[src/hdl/i2c_macros.svh]
`ifndef I2C_MACROS_SVH
`define I2C_MACROS_SVH

// ############################################################
// Bus timing
// ############################################################

// clk_i cycles per quarter SCL period
`define I2C_DIV 4

// ############################################################
// Sizes
// ############################################################

`define I2C_QDEPTH 2    // Pending commands, power of two
`define I2C_MAXBYTES 4  // TDR and RDR are one 32-bit word

`endif

[src/hdl/i2c_pkg.sv]
`default_nettype none
`include "i2c_macros.svh"

package i2c_pkg;

	// Register offsets on the host bus
	typedef enum logic [4:0] {
		REG_NBY  = 5'h00,
		REG_ADR  = 5'h04,
		REG_RDR  = 5'h08,
		REG_TDR  = 5'h0C,
		REG_CTRL = 5'h10
	} reg_addr_e;

	// One queued transfer
	typedef struct packed {
		logic [6:0]                       addr;
		logic                             read;
		logic [$clog2(`I2C_MAXBYTES)-1:0] nbytes;  // Count minus one
		logic [`I2C_MAXBYTES*8-1:0]       data;    // Byte 0 in bits 7:0
	} i2c_cmd_t;

	// Outcome of one finished transfer
	typedef struct packed {
		logic                       done;  // Single cycle
		logic                       nack;
		logic                       read;
		logic [`I2C_MAXBYTES*8-1:0] data;
	} i2c_result_t;

	// CTRL read view
	typedef struct packed {
		logic busy;
		logic done;
		logic nack;
		logic full;
	} i2c_status_t;

endpackage

`default_nettype wire

[src/hdl/i2c_regs.sv]
`default_nettype none
`timescale 1ns/10ps
`include "i2c_macros.svh"

module i2c_regs (
	input  wire                         clk_i,
	input  wire                         rst_i,
	input  wire                         write_i,
	input  wire i2c_pkg::reg_addr_e     addr_i,
	input  wire [31:0]                  wdata_i,
	input  wire                         q_full_i,
	input  wire                         eng_active_i,
	input  wire                         q_empty_i,
	input  wire i2c_pkg::i2c_result_t   result_i,
	output logic [31:0]                 rdata_o,
	output logic                        push_o,
	output i2c_pkg::i2c_cmd_t           cmd_o
);

	logic [1:0]  nby_q;  // Count minus one
	logic [6:0]  adr_q;
	logic [31:0] tdr_q;
	logic [31:0] rdr_q;
	logic        done_q;
	logic        nack_q;
	logic        ctrl_wr;
	logic        start;
	logic        nby_ok;

	i2c_pkg::i2c_status_t status;

	assign ctrl_wr = write_i && (addr_i == i2c_pkg::REG_CTRL);
	assign start   = wdata_i[0] | wdata_i[1];  // Read wins if both set
	assign nby_ok  = (wdata_i != 32'd0) && (wdata_i <= 32'(`I2C_MAXBYTES));

	// ############################################################
	// Register writes and result capture
	// ############################################################

	always_ff @(posedge clk_i) begin
		if (rst_i) begin
			nby_q  <= 2'd0;
			adr_q  <= 7'd0;
			tdr_q  <= 32'd0;
			rdr_q  <= 32'd0;
			done_q <= 1'b0;
			nack_q <= 1'b0;
		end else begin
			if (write_i) begin
				case (addr_i)
					i2c_pkg::REG_NBY: begin
						if (nby_ok)
							nby_q <= wdata_i[1:0] - 2'd1;
						else
							nby_q <= 2'd0;  // Out of range counts as one byte
					end
					i2c_pkg::REG_ADR: adr_q <= wdata_i[6:0];
					i2c_pkg::REG_TDR: tdr_q <= wdata_i;
					default: ;
				endcase
			end

			if (ctrl_wr && wdata_i[2]) begin
				done_q <= 1'b0;
				nack_q <= 1'b0;
			end

			// Engine report overrides a clear in the same cycle
			if (result_i.done) begin
				done_q <= 1'b1;
				nack_q <= result_i.nack;
				if (result_i.read && !result_i.nack)
					rdr_q <= result_i.data;
			end
		end
	end

	// ############################################################
	// Command issue
	// ############################################################

	// Start while full is silently dropped
	assign push_o = ctrl_wr && start && !q_full_i;

	always_comb begin
		cmd_o.addr   = adr_q;
		cmd_o.read   = wdata_i[1];
		cmd_o.nbytes = nby_q;
		cmd_o.data   = tdr_q;
	end

	// ############################################################
	// Read mux
	// ############################################################

	always_comb begin
		status.busy = eng_active_i | ~q_empty_i;
		status.done = done_q;
		status.nack = nack_q;
		status.full = q_full_i;
	end

	always_comb begin
		case (addr_i)
			i2c_pkg::REG_NBY:  rdata_o = {30'd0, nby_q} + 32'd1;
			i2c_pkg::REG_ADR:  rdata_o = {25'd0, adr_q};
			i2c_pkg::REG_RDR:  rdata_o = rdr_q;
			i2c_pkg::REG_TDR:  rdata_o = tdr_q;
			i2c_pkg::REG_CTRL: rdata_o = {28'd0, status};
			default:           rdata_o = 32'd0;
		endcase
	end

endmodule

`default_nettype wire

[src/hdl/i2c_cmd_queue.sv]
`default_nettype none
`timescale 1ns/10ps
`include "i2c_macros.svh"

module i2c_cmd_queue (
	input  wire                      clk_i,
	input  wire                      rst_i,
	input  wire                      push_i,
	input  wire i2c_pkg::i2c_cmd_t   cmd_i,
	input  wire                      pop_i,
	output i2c_pkg::i2c_cmd_t        cmd_o,
	output logic                     empty_o,
	output logic                     full_o
);

	localparam int unsigned AW = $clog2(`I2C_QDEPTH);

	i2c_pkg::i2c_cmd_t mem [`I2C_QDEPTH];

	logic [AW:0] wr_ptr;  // Extra bit tells full from empty
	logic [AW:0] rd_ptr;
	logic        do_push;
	logic        do_pop;

	assign empty_o = (wr_ptr == rd_ptr);
	assign full_o  = (wr_ptr[AW] != rd_ptr[AW]) && (wr_ptr[AW-1:0] == rd_ptr[AW-1:0]);

	assign do_push = push_i && !full_o;
	assign do_pop  = pop_i && !empty_o;

	always_ff @(posedge clk_i) begin
		if (rst_i) begin
			wr_ptr <= '0;
			rd_ptr <= '0;
		end else begin
			if (do_push)
				wr_ptr <= wr_ptr + 1'b1;
			if (do_pop)
				rd_ptr <= rd_ptr + 1'b1;
		end
	end

	always_ff @(posedge clk_i) begin
		if (do_push)
			mem[wr_ptr[AW-1:0]] <= cmd_i;
	end

	// Fall-through head
	assign cmd_o = mem[rd_ptr[AW-1:0]];

endmodule

`default_nettype wire

[src/hdl/i2c_bit_engine.sv]
`default_nettype none
`timescale 1ns/10ps
`include "i2c_macros.svh"

module i2c_bit_engine (
	input  wire                      clk_i,
	input  wire                      rst_i,
	input  wire i2c_pkg::i2c_cmd_t   cmd_i,
	input  wire                      empty_i,
	input  wire                      sda_i,
	output logic                     pop_o,
	output logic                     active_o,
	output i2c_pkg::i2c_result_t     result_o,
	output logic                     scl_o,
	output logic                     sda_oe_o
);

	typedef enum logic [2:0] {
		IDLE, START, ADDR, ACK_ADDR, WDATA, RDATA, ACK_DATA, STOP
	} state_e;

	localparam int unsigned DIVW = $clog2(`I2C_DIV + 1);
	localparam int unsigned NBW  = $clog2(`I2C_MAXBYTES);
	localparam int unsigned DW   = `I2C_MAXBYTES * 8;

	state_e          state_q;
	logic [DIVW-1:0] div_cnt;
	logic [1:0]      qtr;       // Quarter of the current bit
	logic            tick;
	logic            sample;
	logic            bit_end;
	logic            scl_hi;
	logic [2:0]      bit_cnt;
	logic [NBW-1:0]  byte_cnt;
	logic [NBW-1:0]  byte_nxt;
	logic [NBW-1:0]  last_q;
	logic            last_byte;
	logic            rd_q;
	logic            nack_q;
	logic            ack_q;     // Sampled ACK slot, high means NACK
	logic [7:0]      shift_q;
	logic [DW-1:0]   tx_q;
	logic [DW-1:0]   rx_q;

	assign tick      = (div_cnt == DIVW'(`I2C_DIV - 1));
	assign sample    = tick && (qtr == 2'd2);
	assign bit_end   = tick && (qtr == 2'd3);
	assign scl_hi    = (qtr == 2'd1) || (qtr == 2'd2);
	assign byte_nxt  = byte_cnt + 1'b1;
	assign last_byte = (byte_cnt == last_q);

	assign pop_o    = (state_q == IDLE) && !empty_i;
	assign active_o = (state_q != IDLE);

	// ############################################################
	// Quarter tick divider
	// ############################################################

	always_ff @(posedge clk_i) begin
		if (rst_i || state_q == IDLE) begin
			div_cnt <= '0;
			qtr     <= 2'd0;
		end else if (tick) begin
			div_cnt <= '0;
			qtr     <= qtr + 2'd1;
		end else begin
			div_cnt <= div_cnt + 1'b1;
		end
	end

	// ############################################################
	// Control FSM, advances once per bit
	// ############################################################

	always_ff @(posedge clk_i) begin
		if (rst_i) begin
			state_q  <= IDLE;
			nack_q   <= 1'b0;
			bit_cnt  <= 3'd0;
			byte_cnt <= '0;
		end else begin
			case (state_q)
				IDLE: begin
					if (!empty_i) begin
						state_q  <= START;
						nack_q   <= 1'b0;
						bit_cnt  <= 3'd7;
						byte_cnt <= '0;
					end
				end
				START: if (bit_end) state_q <= ADDR;
				ADDR, WDATA, RDATA: begin
					if (bit_end) begin
						if (bit_cnt == 3'd0)
							state_q <= (state_q == ADDR) ? ACK_ADDR : ACK_DATA;
						else
							bit_cnt <= bit_cnt - 3'd1;
					end
				end
				ACK_ADDR: begin
					if (bit_end) begin
						bit_cnt <= 3'd7;
						if (ack_q) begin
							nack_q  <= 1'b1;  // No slave at this address
							state_q <= STOP;
						end else begin
							state_q <= rd_q ? RDATA : WDATA;
						end
					end
				end
				ACK_DATA: begin
					if (bit_end) begin
						bit_cnt <= 3'd7;
						if (!rd_q && ack_q) begin
							nack_q  <= 1'b1;
							state_q <= STOP;
						end else if (last_byte) begin
							state_q <= STOP;
						end else begin
							byte_cnt <= byte_nxt;
							state_q  <= rd_q ? RDATA : WDATA;
						end
					end
				end
				STOP: if (bit_end) state_q <= IDLE;
				default: state_q <= IDLE;
			endcase
		end
	end

	// Datapath
	always_ff @(posedge clk_i) begin
		if (pop_o) begin
			shift_q <= {cmd_i.addr, cmd_i.read};
			tx_q    <= cmd_i.data;
			rd_q    <= cmd_i.read;
			last_q  <= cmd_i.nbytes;
			rx_q    <= '0;  // Unused bytes read as zero
		end
		if (bit_end && (state_q == ADDR || state_q == WDATA))
			shift_q <= {shift_q[6:0], 1'b0};  // MSB first
		if (bit_end && state_q == ACK_ADDR)
			shift_q <= tx_q[7:0];
		if (bit_end && state_q == ACK_DATA)
			shift_q <= tx_q[{byte_nxt, 3'b000} +: 8];
		if (sample && (state_q == ACK_ADDR || state_q == ACK_DATA))
			ack_q <= sda_i;
		if (sample && state_q == RDATA)
			rx_q[{byte_cnt, bit_cnt}] <= sda_i;
	end

	// ############################################################
	// Pins and result
	// ############################################################

	always_comb begin
		scl_o    = 1'b1;
		sda_oe_o = 1'b0;
		case (state_q)
			START: begin
				scl_o    = (qtr != 2'd3);
				sda_oe_o = (qtr != 2'd0);  // SDA falls with SCL high
			end
			ADDR, WDATA: begin
				scl_o    = scl_hi;
				sda_oe_o = ~shift_q[7];
			end
			ACK_ADDR, RDATA: scl_o = scl_hi;
			ACK_DATA: begin
				scl_o    = scl_hi;
				sda_oe_o = rd_q && !last_byte;  // Master NACKs the last byte
			end
			STOP: begin
				scl_o    = (qtr != 2'd0);
				sda_oe_o = (qtr < 2'd2);  // SDA rises with SCL high
			end
			default: ;
		endcase
	end

	always_comb begin
		result_o.done = (state_q == STOP) && bit_end;
		result_o.nack = nack_q;
		result_o.read = rd_q;
		result_o.data = rx_q;
	end

endmodule

`default_nettype wire

[src/hdl/i2c_master.sv]
`default_nettype none
`timescale 1ns/10ps

module i2c_master (
	input  wire        clk_i,
	input  wire        rst_i,
	input  wire        write_i,
	input  wire [4:0]  addr_i,
	input  wire [31:0] wdata_i,
	output wire [31:0] rdata_o,
	input  wire        sda_i,
	output wire        scl_o,
	output wire        sda_oe_o
);

	wire i2c_pkg::reg_addr_e   reg_addr;
	wire i2c_pkg::i2c_cmd_t    push_cmd;
	wire i2c_pkg::i2c_cmd_t    head_cmd;
	wire i2c_pkg::i2c_result_t result;
	wire                       push;
	wire                       pop;
	wire                       q_full;
	wire                       q_empty;
	wire                       eng_active;

	assign reg_addr = i2c_pkg::reg_addr_e'(addr_i);

	i2c_regs u_regs (
		.clk_i        (clk_i),
		.rst_i        (rst_i),
		.write_i      (write_i),
		.addr_i       (reg_addr),
		.wdata_i      (wdata_i),
		.q_full_i     (q_full),
		.eng_active_i (eng_active),
		.q_empty_i    (q_empty),
		.result_i     (result),
		.rdata_o      (rdata_o),
		.push_o       (push),
		.cmd_o        (push_cmd)
	);

	i2c_cmd_queue u_queue (
		.clk_i   (clk_i),
		.rst_i   (rst_i),
		.push_i  (push),
		.cmd_i   (push_cmd),
		.pop_i   (pop),
		.cmd_o   (head_cmd),
		.empty_o (q_empty),
		.full_o  (q_full)
	);

	i2c_bit_engine u_engine (
		.clk_i    (clk_i),
		.rst_i    (rst_i),
		.cmd_i    (head_cmd),
		.empty_i  (q_empty),
		.sda_i    (sda_i),
		.pop_o    (pop),
		.active_o (eng_active),
		.result_o (result),
		.scl_o    (scl_o),
		.sda_oe_o (sda_oe_o)
	);

endmodule

`default_nettype wire

[config.mk]
export PLATFORM = sky130hd
export DESIGN_NAME = i2c_master
export DESIGN_NICKNAME = d
export VERILOG_FILES = /design/src/hdl/i2c_pkg.sv /design/src/hdl/i2c_regs.sv /design/src/hdl/i2c_cmd_queue.sv /design/src/hdl/i2c_bit_engine.sv /design/src/hdl/i2c_master.sv
export VERILOG_INCLUDE_DIRS = /design/src /design/src/hdl
export SDC_FILE = /design/constraint.sdc
export NUM_CORES = 1
export LEC_CHECK = 0
export ABC_AREA = 1
export BUFFER_PORTS_ARGS = -buffer_cell sky130_fd_sc_hd__buf_2
export CORE_ASPECT_RATIO = 1.2
export CORE_MARGIN = 1
export CORE_UTILIZATION = 45
export DETAILED_ROUTE_END_ITERATION = 7
export HOLD_SLACK_MARGIN = 0.05
export PLACE_DENSITY = 0.76
export REMOVE_ABC_BUFFERS = 1
export SLEW_MARGIN = 20
export SYNTH_ARGS = -nofsm -noshare
export SYNTH_HDL_FRONTEND = slang
export SYNTH_HIERARCHICAL = 1
export SYNTH_SLANG_ARGS = --single-unit
[constraint.sdc]
create_clock -name clk_i -period 3.3 [get_ports clk_i]
set_input_delay 0.495 -clock clk_i [delete_from_list [all_inputs] [get_ports clk_i]]
set_output_delay 0.495 -clock clk_i [all_outputs]
set_load 0.05 [all_outputs]
# After elaboration in Yosys (flattened, before gate mapping)
# Memories as Yosys holds them, arrays and structs flattened. A register that Yosys moved wholly into a read port is not among the register bits.
# Index checks and enable logic that the tools add are counted.
op_classes:
  div: 0
  add_sub_neg: 8
  eq_ne: 33
  n_lt_le_gt_ge: 4
  multipliers: 0
  mux: 49
  bitwise: 4
  shift: 1
  n_reduce_logical: 54
ops:
  columns: ["operator", "n"]
  rows:
  - ["one-hot mux 32 bit (5 select lines)", 1]
  - ["two-way mux 32 bit", 2]
  - ["two-way mux 3 bit", 15]
  - ["bitwise mux 32 bit", 1]
  - ["less-or-equal comparator 32 x 3 -> 1 bit (second input constant)", 1]
  - ["two-way mux 8 bit", 4]
  - ["nonzero test 32 bit", 1]
  - ["indexed part select 32 x 6 -> 8 bit", 1]
  - ["logical AND 1 bit", 21]
  - ["!= test 2 x 1 -> 1 bit (second input constant)", 9]
  - ["one-hot mux 3 bit (6 select lines)", 1]
  - ["two-way mux 1 bit", 14]
  - ["equality test 3 bit (second input constant)", 4]
  - ["equality test 5 x 4 -> 1 bit (second input constant)", 2]
  - ["two-way mux 2 bit", 5]
  - ["!= test 2 bit (second input constant)", 5]
  - ["AND reduction 5 bit", 2]
  - ["equality test 3 x 2 -> 1 bit (second input constant)", 3]
  - ["one-hot mux 3 bit (3 select lines)", 1]
  - ["nonzero test 3 bit", 3]
  - ["adder 2 x 1 -> 2 bit (second input constant)", 4]
  - ["AND reduction 2 bit", 4]
  - ["AND reduction 7 bit", 1]
  - ["logical NOT 3 bit", 2]
  - ["30 further kinds", 46]
word_totals:
  register_bits: 169
  mem_bits_ro: 0
  elab_cells: 174
  latchBits: 0
  mem_bits_rw: 84
  mem_count: 1
mem_list:
  columns: ["name", "depth", "width", "read_ports", "rd_clocked_by_memory_dff", "write_ports", "line_no", "text"]
  rows:
  - ["u_queue.mem", 2, 42, 1, 1, 1, "i2c_cmd_queue.sv:18", "i2c_pkg::i2c_cmd_t mem [`I2C_QDEPTH];"]

# Depth between registers and ports, before layout
# Gate-level depths: netlist (run 1).
logic_depth:
  word_depth: 7
  depth_mapped: 14
  depth_no_buf: 12

# Modules after synthesis
# The synthesis (run 1) kept the hierarchy.
by_module_without_submodules:
  columns: ["module", "cells_each", "area_each_um2", "instances", "seq_area_each_um2"]
  rows:
  - ["i2c_bit_engine", 504, 4276.6, 1, 2242.2]
  - ["i2c_cmd_queue", 178, 3512.1, 1, 2622.5]
  - ["i2c_regs", 448, 3338.2, 1, 1501.4]

# Worst setup path after synthesis (run 1)
# OpenSTA, ideal clock, no wires.
synth_timing:
  path_type: "input to register"
  start: "in addr_i[1]"
  end: "mem u_queue/mem[0][0] (netlist bit) (enable)"
  cell_stages: 7
  t_arrival_ns: 3.088
  setup_ns: 0.441
  setup_slack_ns: -0.229
  cell_sequence: "nor2_4 > nand2_1 > nor2_1 > nand2_1 > nor3_1 > nand2_1 > nor2_1"
synth_via:
  elab_chain_cells: 7
synth_lines:
  columns: ["element", "line_no", "text"]
  rows:
  - ["start: declaration", "i2c_master.sv:8", "input wire [4:0] addr_i,"]
  - ["equality test 5 bit", "i2c_regs.sv:32", "assign ctrl_wr = write_i && (addr_i == i2c_pkg::REG_CTRL);"]
  - ["logical AND 1 bit", "i2c_regs.sv:32", null]
  - ["logical AND 1 bit (2 in series)", "i2c_regs.sv:83", "assign push_o = ctrl_wr && start && !q_full_i;"]
  - ["named net push", "i2c_master.sv:20", "wire push;"]
  - ["logical AND 1 bit", "i2c_cmd_queue.sv:28", "assign do_push = push_i && !full_o;"]
  - ["two-way mux 1 bit", "i2c_cmd_queue.sv:44", "if (do_push)"]
  - ["two-way mux 1 bit (implied by the code)", "i2c_cmd_queue.sv:45", "mem[wr_ptr[AW-1:0]] <= cmd_i;"]
  - ["end: declaration", "i2c_cmd_queue.sv:18", null]
# The timed path passes the listed nets, and every way through them passes these cells.

# Worst setup path in the final report (run 1)
layout_timing:
  start: "reg u_engine.state_q[1]"
  end: "out sda_oe_o"
layout_via:
  elab_chain_cells: 3
  word_cells_on_any_way: 7
layout_lines:
  columns: ["element", "line_no", "text"]
  rows:
  - ["start: declaration", "i2c_bit_engine.sv:26", "state_e state_q;"]
  - ["start signal: assignment", "i2c_bit_engine.sv:95", "state_q <= (state_q == ADDR) ? ACK_ADDR : ACK_DATA;"]
  - ["start signal: assignment", "i2c_bit_engine.sv:107", "state_q <= rd_q ? RDATA : WDATA;"]
  - ["start signal: assignment", "i2c_bit_engine.sv:121", "state_q <= rd_q ? RDATA : WDATA;"]
  - ["equality test 3 bit or equality test 3 x 2 -> 1 bit (tied branches)", "i2c_bit_engine.sv:159", "case (state_q)"]
  - ["OR reduction 2 bit", null, null]
  - ["one-hot mux 1 bit (4 select lines) (*)", "i2c_bit_engine.sv:159", null]
  - ["end: declaration", "i2c_master.sv:13", "output wire sda_oe_o"]
# Mark *: on every way between the ends. The rest lies on a longest branch, timed or not.

==> results of run 1 <==
registers in the layout (all words and copies together) (netlist names), 3 cells and up, named ones only:
| register | flops |
|---|---|
| u_engine/tx_q | 32 |
| u_engine/div_cnt | 3 |
| u_engine/bit_cnt | 3 |
| u_engine/rx_q | 32 |
| u_engine/shift_q | 8 |
| u_queue/mem | 84 |
| u_engine/state_q | 3 |
| u_regs/rdr_q | 32 |
| u_regs/adr_q | 7 |
| u_regs/tdr_q | 32 |
report_power, final:
group          internal [mW]  switching [mW]
combinational          0.342           0.632
sequential              3.54           0.180
clock                   1.64            1.15
layer usage:
metal  global-route usage, %  routed length [um]  up-vias
li1                        -                   -     3945
met1                   24.42               10330     3783
met2                   35.04               12250      303
met3                   3.150                1751       54
met4                   9.912                1095        0
met5                       0                   0        -
layout make-up:
cell class              instances  area, sq um  share of cell area (%)
multi-input cells             721         4010                   32.05
clock inverters                10        106.4                  0.8501
inverters                     102        384.1                   3.070
flip-flops and latches        254         6367                   50.90
clock buffers                  34        699.4                   5.591
repair buffers                 92        543.0                   4.340
well taps                     320        400.4                   3.200
placed cells by master (no fill, tap or decap), drive strengths merged, types with 4 or more instances in the layout:
cell      n
xnor2     4
nor2    178
inv     102
o22ai     9
ha       17
a31oi     4
a22o     25
mux2     42
clkinv    8
a21oi    38
o21ai   130
dfxtp   126
nand4     6
edfxtp  128
clkbuf   34
nand3    73
nor3     19
nand2   169
buf      92
through the flow:
| step | std cells | instance area (sq um) | power (mW) |
|---|---|---|---|
| after CTS | 1533 | 12510 | 7.515 |
| after floorplan | 1077 | 10750 | 4.440 |
| after global routing | 1533 | 12510 | 7.808 |
| after global placement | 1489 | 11710 | 4.700 |
| after detailed placement | 1489 | 11710 | 4.744 |
| final | 1533 | 12510 | 7.489 |
worst paths after layout:
check | cells past startpoint | endpoint | slack (ns)
hold reg to reg | 1 | u_engine/div_cnt[0]$_SDFF_PP0_ | 0.43
hold / removal | 1 | u_engine/ack_q$_DFFE_PP_ | 0.18
setup reg to reg | 9 | u_regs/rdr_q[20]$_SDFFE_PP0P_ | 0.98
setup / recovery | 7 | sda_oe_o | 0.71
cell families (layout without fill, tap and decap cells):
kind of cell / Yosys count / count (layout) / synth area share [%]
flops: 254 / 254 / 57.21
mux: 42 / 42 / 5.600
compound gates: 208 / 208 / 10.59
xor+xnor: 4 / 4 / 0.3148
buf+inv: 155 / 238 / 6.837
simple gates: 450 / 450 / 17.53
fa+ha+maj: 17 / 17 / 1.912
==> out/results.tsv, run 1 <==
stage	metric	value	unit
finish	layout cell share with drive strength beyond 1	16.98	%
die	CORE AREA	24130	sq um
synth	Area contributors post-synth	edfxtp_1 35%, dfxtp_1 23%, nor2_1 5.6%	
die	die area	25360	sq um
setup_path	critical path cell sequence	inv_1 > nand2_1 > nand3_1 > o22ai_1 > a31oi_1 > nand2_1 > buf_2	
sta	period utilisation layout	78.57	%
die	io pins	75	
sta	hold_ws	0.1788	ns
setup_path	CP Launch Type	register	
worst_hold_path	Hold Crit Start	sda_i	
global_routing	largest net degree at the start of global routing	43	
placement	dpl ws	0.7464	ns
pwr	PwrDens	598.6	nW/um^2
sta	Final Worst Setup Slack	0.7071	ns
sta	RSZ-0062 raised after global routing	no	
sta	Final Setup Violations	0	
synth	mapped cell area	11130	sq um
clock_tree	Post-CTS Repair Setup Buffers	0	
synth	Synth async-reset ratio	0	%
clock_tree	worst skew pair latency	0.51	ns
setup_path	CP Class	reg -> out	
clock_tree	clk buf depth	3	
finish	area delta synth->final	12.44	%
synth	count leader, synth	nor2_1	
synth	synth unique cells	39	
die	Die Ht	174.3	um
worst_hold_path	HP Class	in -> reg	
clock_tree	Resized cells post-CTS	0	
detailed_routing	total wire length	25.42	mm
synth	EDFF count, synth	128	
setup_path	Required @ worst endpoint	2.80	ns
setup_path	Crit-path slowest cell	dfxtp_1	
detailed_routing	drt drc	0	
finish	total of fill cells in the finished design	2076	
placement	IO buf count	74	
setup_path	cell mode on critical path	nand2_1	
die	# rows	62	
clock_tree	Hold Buf Count CTS	0	
die	Initial Utilization	46.12	%
setup_path	Critical R2R Launch	u_engine/div_cnt[0]$_SDFF_PP0_	
global_routing	first-pass GRT wire length	40.57	mm
sta	slew margin rel.	29.25	%
clock_tree	root buf cell	clkbuf_16	
synth	largest area contributor in the netlist	edfxtp_1	
setup_path	CP max FO	8	
clock_tree	CTS tree	built	
sta	Worst Tran Pin Value	1.060	ns
clock_tree	clock transition at the registers of the reported paths	0.06	ns
setup_path	CP top delay family	flip-flops	
global_routing	initial antenna violation count	0	
sta	final hold vios	0	
global_routing	grt total ovfl	0	
sta	fmax	0.3857	GHz
clock_tree	clock sinks	254	
flow_run	maxcap violations	0	
sta	final worst path period need	2.593	ns
setup_path	sum of buffers and inverters on the critical path	2	
synth	prevailing post-synth register cell	edfxtp_1	
setup_path	largest stage delay on the critical path	0.49	ns
sta	setup tns final	0	ns
die	die width	145.5	um
global_routing	vias in the first global route	7920	
detailed_routing	drt first pass iters	5	
clock_tree	TritonCTS buffer count	24	
placement	post-DP HPWL	17.29	mm
sta	Slew Viols, Final	0	
detailed_routing	Starting DRT DRC Count	632	
status	status	finished, final reports clean	
finish	final net count	1253	
pwr	worst vdd rail ir drop	0.4642	mV
sta	clk_skew	0.01076	ns
pwr	Leak	5.354	nW
detailed_routing	via count	8085	
synth	syn avg cell area	9.847	sq um
synth	commonest cells in the netlist	167 x nor2_1, 162 x nand2_1, 128 x edfxtp_1, 126 x dfxtp_1, 97 x inv_1	
detailed_routing	wire length per cell	16.58	um
finish	final core occ	51.86	%
clock_tree	htree depth	1	
setup_path	origin of the worst setup path	u_engine/state_q[1]$_SDFFE_PP0P_	
setup_path	Crit path arrival time	2.10	ns
synth	Yosys reg bits	254	
setup_path	Setup crit end kind	output port	
synth	sequential-to-total area share from yosys stat	57.21	%
detailed_routing	Routed Antenna Nets	0	
global_routing	total track usage	20.19	%
placement	RePlAce Congestion	0.9079	
detailed_routing	Via density	5.274	
synth	Yosys warning count	6	
finish	ANT cells	0	
synth	Yosys top cell area share	34.54	%
synth	cells after synthesis	1130	
No activity file was read; power rests on OpenSTA's default activity.
==> inputs of run 2 (changes only) <==
- clock period: 3.3 -> 2.3 ns (I/O delays scaled with it)
==> run 2 against run 1 <==
Net effect: via count rose by 3.7%; setup slack got worse by 0.60 ns; clock power is 43% higher; final area is 2.1% higher; total power increased by 45%; core utilization is 1.1 points higher; sequential cell count did not move; die area stayed put; critical endpoint unchanged; largest power group unchanged.
==> out/results.tsv, run 2 (synthesized netlist as in run 1, its figures left out) <==
stage	metric	value	unit
finish	area delta synth->final	14.80	%
flow_run	maxcap violations	0	
setup_path	Crit path arrival time	1.85	ns
sta	RSZ-0062 raised after global routing	no	
detailed_routing	Routed Antenna Nets	0	
sta	clk_skew	0.02083	ns
pwr	Leak	5.482	nW
die	die width	145.5	um
clock_tree	clk buf depth	3	
setup_path	Setup crit end kind	output port	
finish	cell area after layout	12770	sq um
setup_path	Required @ worst endpoint	1.96	ns
finish	layout cell share with drive strength beyond 1	19.06	%
pwr	PwrDens	848.4	nW/um^2
worst_hold_path	Worst Hold Path Cells	3	
detailed_routing	wire length per cell	17.75	um
clock_tree	clock transition at the registers of the reported paths	0.07	ns
detailed_routing	Via density	5.399	
finish	max reg flops	84	
sta	Final Worst Setup Slack	0.1096	ns
placement	post-DP HPWL	19.08	mm
clock_tree	CTS tree	built	
worst_hold_path	HP Class	in -> reg	
sta	Worst Tran Pin Value	0.5117	ns
clock_tree	worst skew pair latency	0.53	ns
sta	Slew Viols, Final	0	
sta	Final Setup Violations	0	
clock_tree	clock sinks	254	
pwr	P_sw	2.965	mW
global_routing	vias in the first global route	8221	
global_routing	initial antenna violation count	0	
detailed_routing	total wire length	27.57	mm
sta	final hold vios	0	
die	die area	25360	sq um
clock_tree	root buf cell	clkbuf_16	
finish	final net count	1273	
die	Die Ht	174.3	um
pwr	clock group share of total power	36.8	%
placement	Placed Area	11880	sq um
detailed_routing	drt first pass iters	6	
pwr	Int Pwr	7.872	mW
detailed_routing	via count	8384	
sta	period utilisation layout	95.23	%
pwr	worst vdd rail ir drop	0.4759	mV
detailed_routing	drt drc	0	
status	status	finished, final reports clean	
global_routing	largest net degree at the start of global routing	75	
finish	most frequent cells in the layout	165 x nor2_1, 162 x nand2_1, 128 x edfxtp_1	
placement	IO buf count	74	
setup_path	CP Launch Type	register	
die	CORE AREA	24130	sq um
global_routing	total track usage	21.86	%
sta	final worst path period need	2.190	ns
sta	fmax	0.4565	GHz
global_routing	grt total ovfl	0	
finish	Storage cell area	6371	sq um
setup_path	CP Class	reg -> out	
setup_path	CP max FO	20	
die	# rows	62	
clock_tree	TritonCTS buffer count	24	
setup_path	FF-to-FF path depth	11	
finish	ANT cells	0	
finish	most common cell after layout, fill and taps aside	nor2_1	
pwr	sequential share of power	49.1	%
placement	dpl ws	0.2262	ns
sta	slew margin rel.	65.84	%
clock_tree	htree depth	1	
finish	total of fill cells in the finished design	2067	
clock_tree	Post-CTS Repair Setup Buffers	0	
die	Initial Utilization	46.12	%
placement	RePlAce Congestion	0.8875	
global_routing	first-pass GRT wire length	43.37	mm
finish	Multi-input gate area	4031	sq um
finish	final core occ	52.95	%
die	io pins	75	
pwr	Comb power frac	14.1	%
detailed_routing	Starting DRT DRC Count	736	
pwr	switch share	27.36	%
run 2: changes by cell type in the layout (fill, tap and decap cells not counted), sizes merged:
cell         delta
buf            +17
dlygate4sd3     +3
clkinvlp        +1
clkinv          +4
inv             +1
bufinv          -1
clkbuf          -5
run 2: cell type report:
type	count	share of cell area [%]
Inverter	102	3.007
Timing Repair Buffer	112	6.093
Sequential cell	254	49.88
Multi-Input combinational cell	721	31.56
Clock buffer	29	5.260
Tap cell	320	3.134
Clock inverter	15	1.068
run 2: power by group through the flow:
stage	Combinational [mW]	Clock [mW]	Sequential [mW]
after global routing	1.71	4.23	5.36
final	1.52	3.99	5.32
after CTS	1.47	4.05	5.31
after detailed placement	1.45	0	5.41
after floorplan	1.01	0	5.36
after global placement	1.39	0	5.39
run 2: critical path: stages (launching register included):
cell and delay [ns]:
dfxtp_1 0.40, buf_12 0.17, xnor2_1 0.14, nand2_1 0.12
a31oi_2 0.23, nand2_1 0.08, buf_4 0.19
run 2: final timing paths:
path	startpoint	endpoint	slack [ns]
setup / recovery	u_engine/byte_cnt[0]$_SDFFE_PP0P_	sda_oe_o	0.11
hold / removal	wdata_i[15]	u_regs/tdr_q[15]$_SDFFE_PP0P_	0.06
setup reg to reg	u_queue/rd_ptr[1]$_SDFFE_PP0P_	u_queue/mem[1][25]$_DFFE_PP_	0.28
hold reg to reg	u_engine/div_cnt[0]$_SDFF_PP0_	u_engine/div_cnt[0]$_SDFF_PP0_	0.42
run 2: stage by stage:
step	hold WS, ns	TNS (ns)	total power [mW]	instances
2_1_floorplan	0.3969	-80.90	6.370	1077
3_3_place_gp	0.4050	0	6.777	1506
3_5_place_dp	0.4120	0	6.851	1506
4_1_cts	0.05116	0	10.84	1553
5_1_grt	0.07298	0	11.30	1553
6_report	0.06169	0	10.84	1553
run 2: per-layer routing:
| metal | up-vias | global-route usage, % | part of all wire [%] |
|---|---|---|---|
| met5 | - | 0 | 0 |
| met1 | 3938 | 26.14 | 39 |
| met3 | 74 | 2.520 | 6.5 |
| met2 | 388 | 38.64 | 49 |
| li1 | 3984 | - | - |
| met4 | 0 | 11.40 | 4.8 |
run 2: repair_timing:
item	in CTS	in global routing
hold buffers	3	0
resized for setup	3	15
pin swaps	0	1
setup endpoints to repair	2	4
hold endpoints to repair	4	0
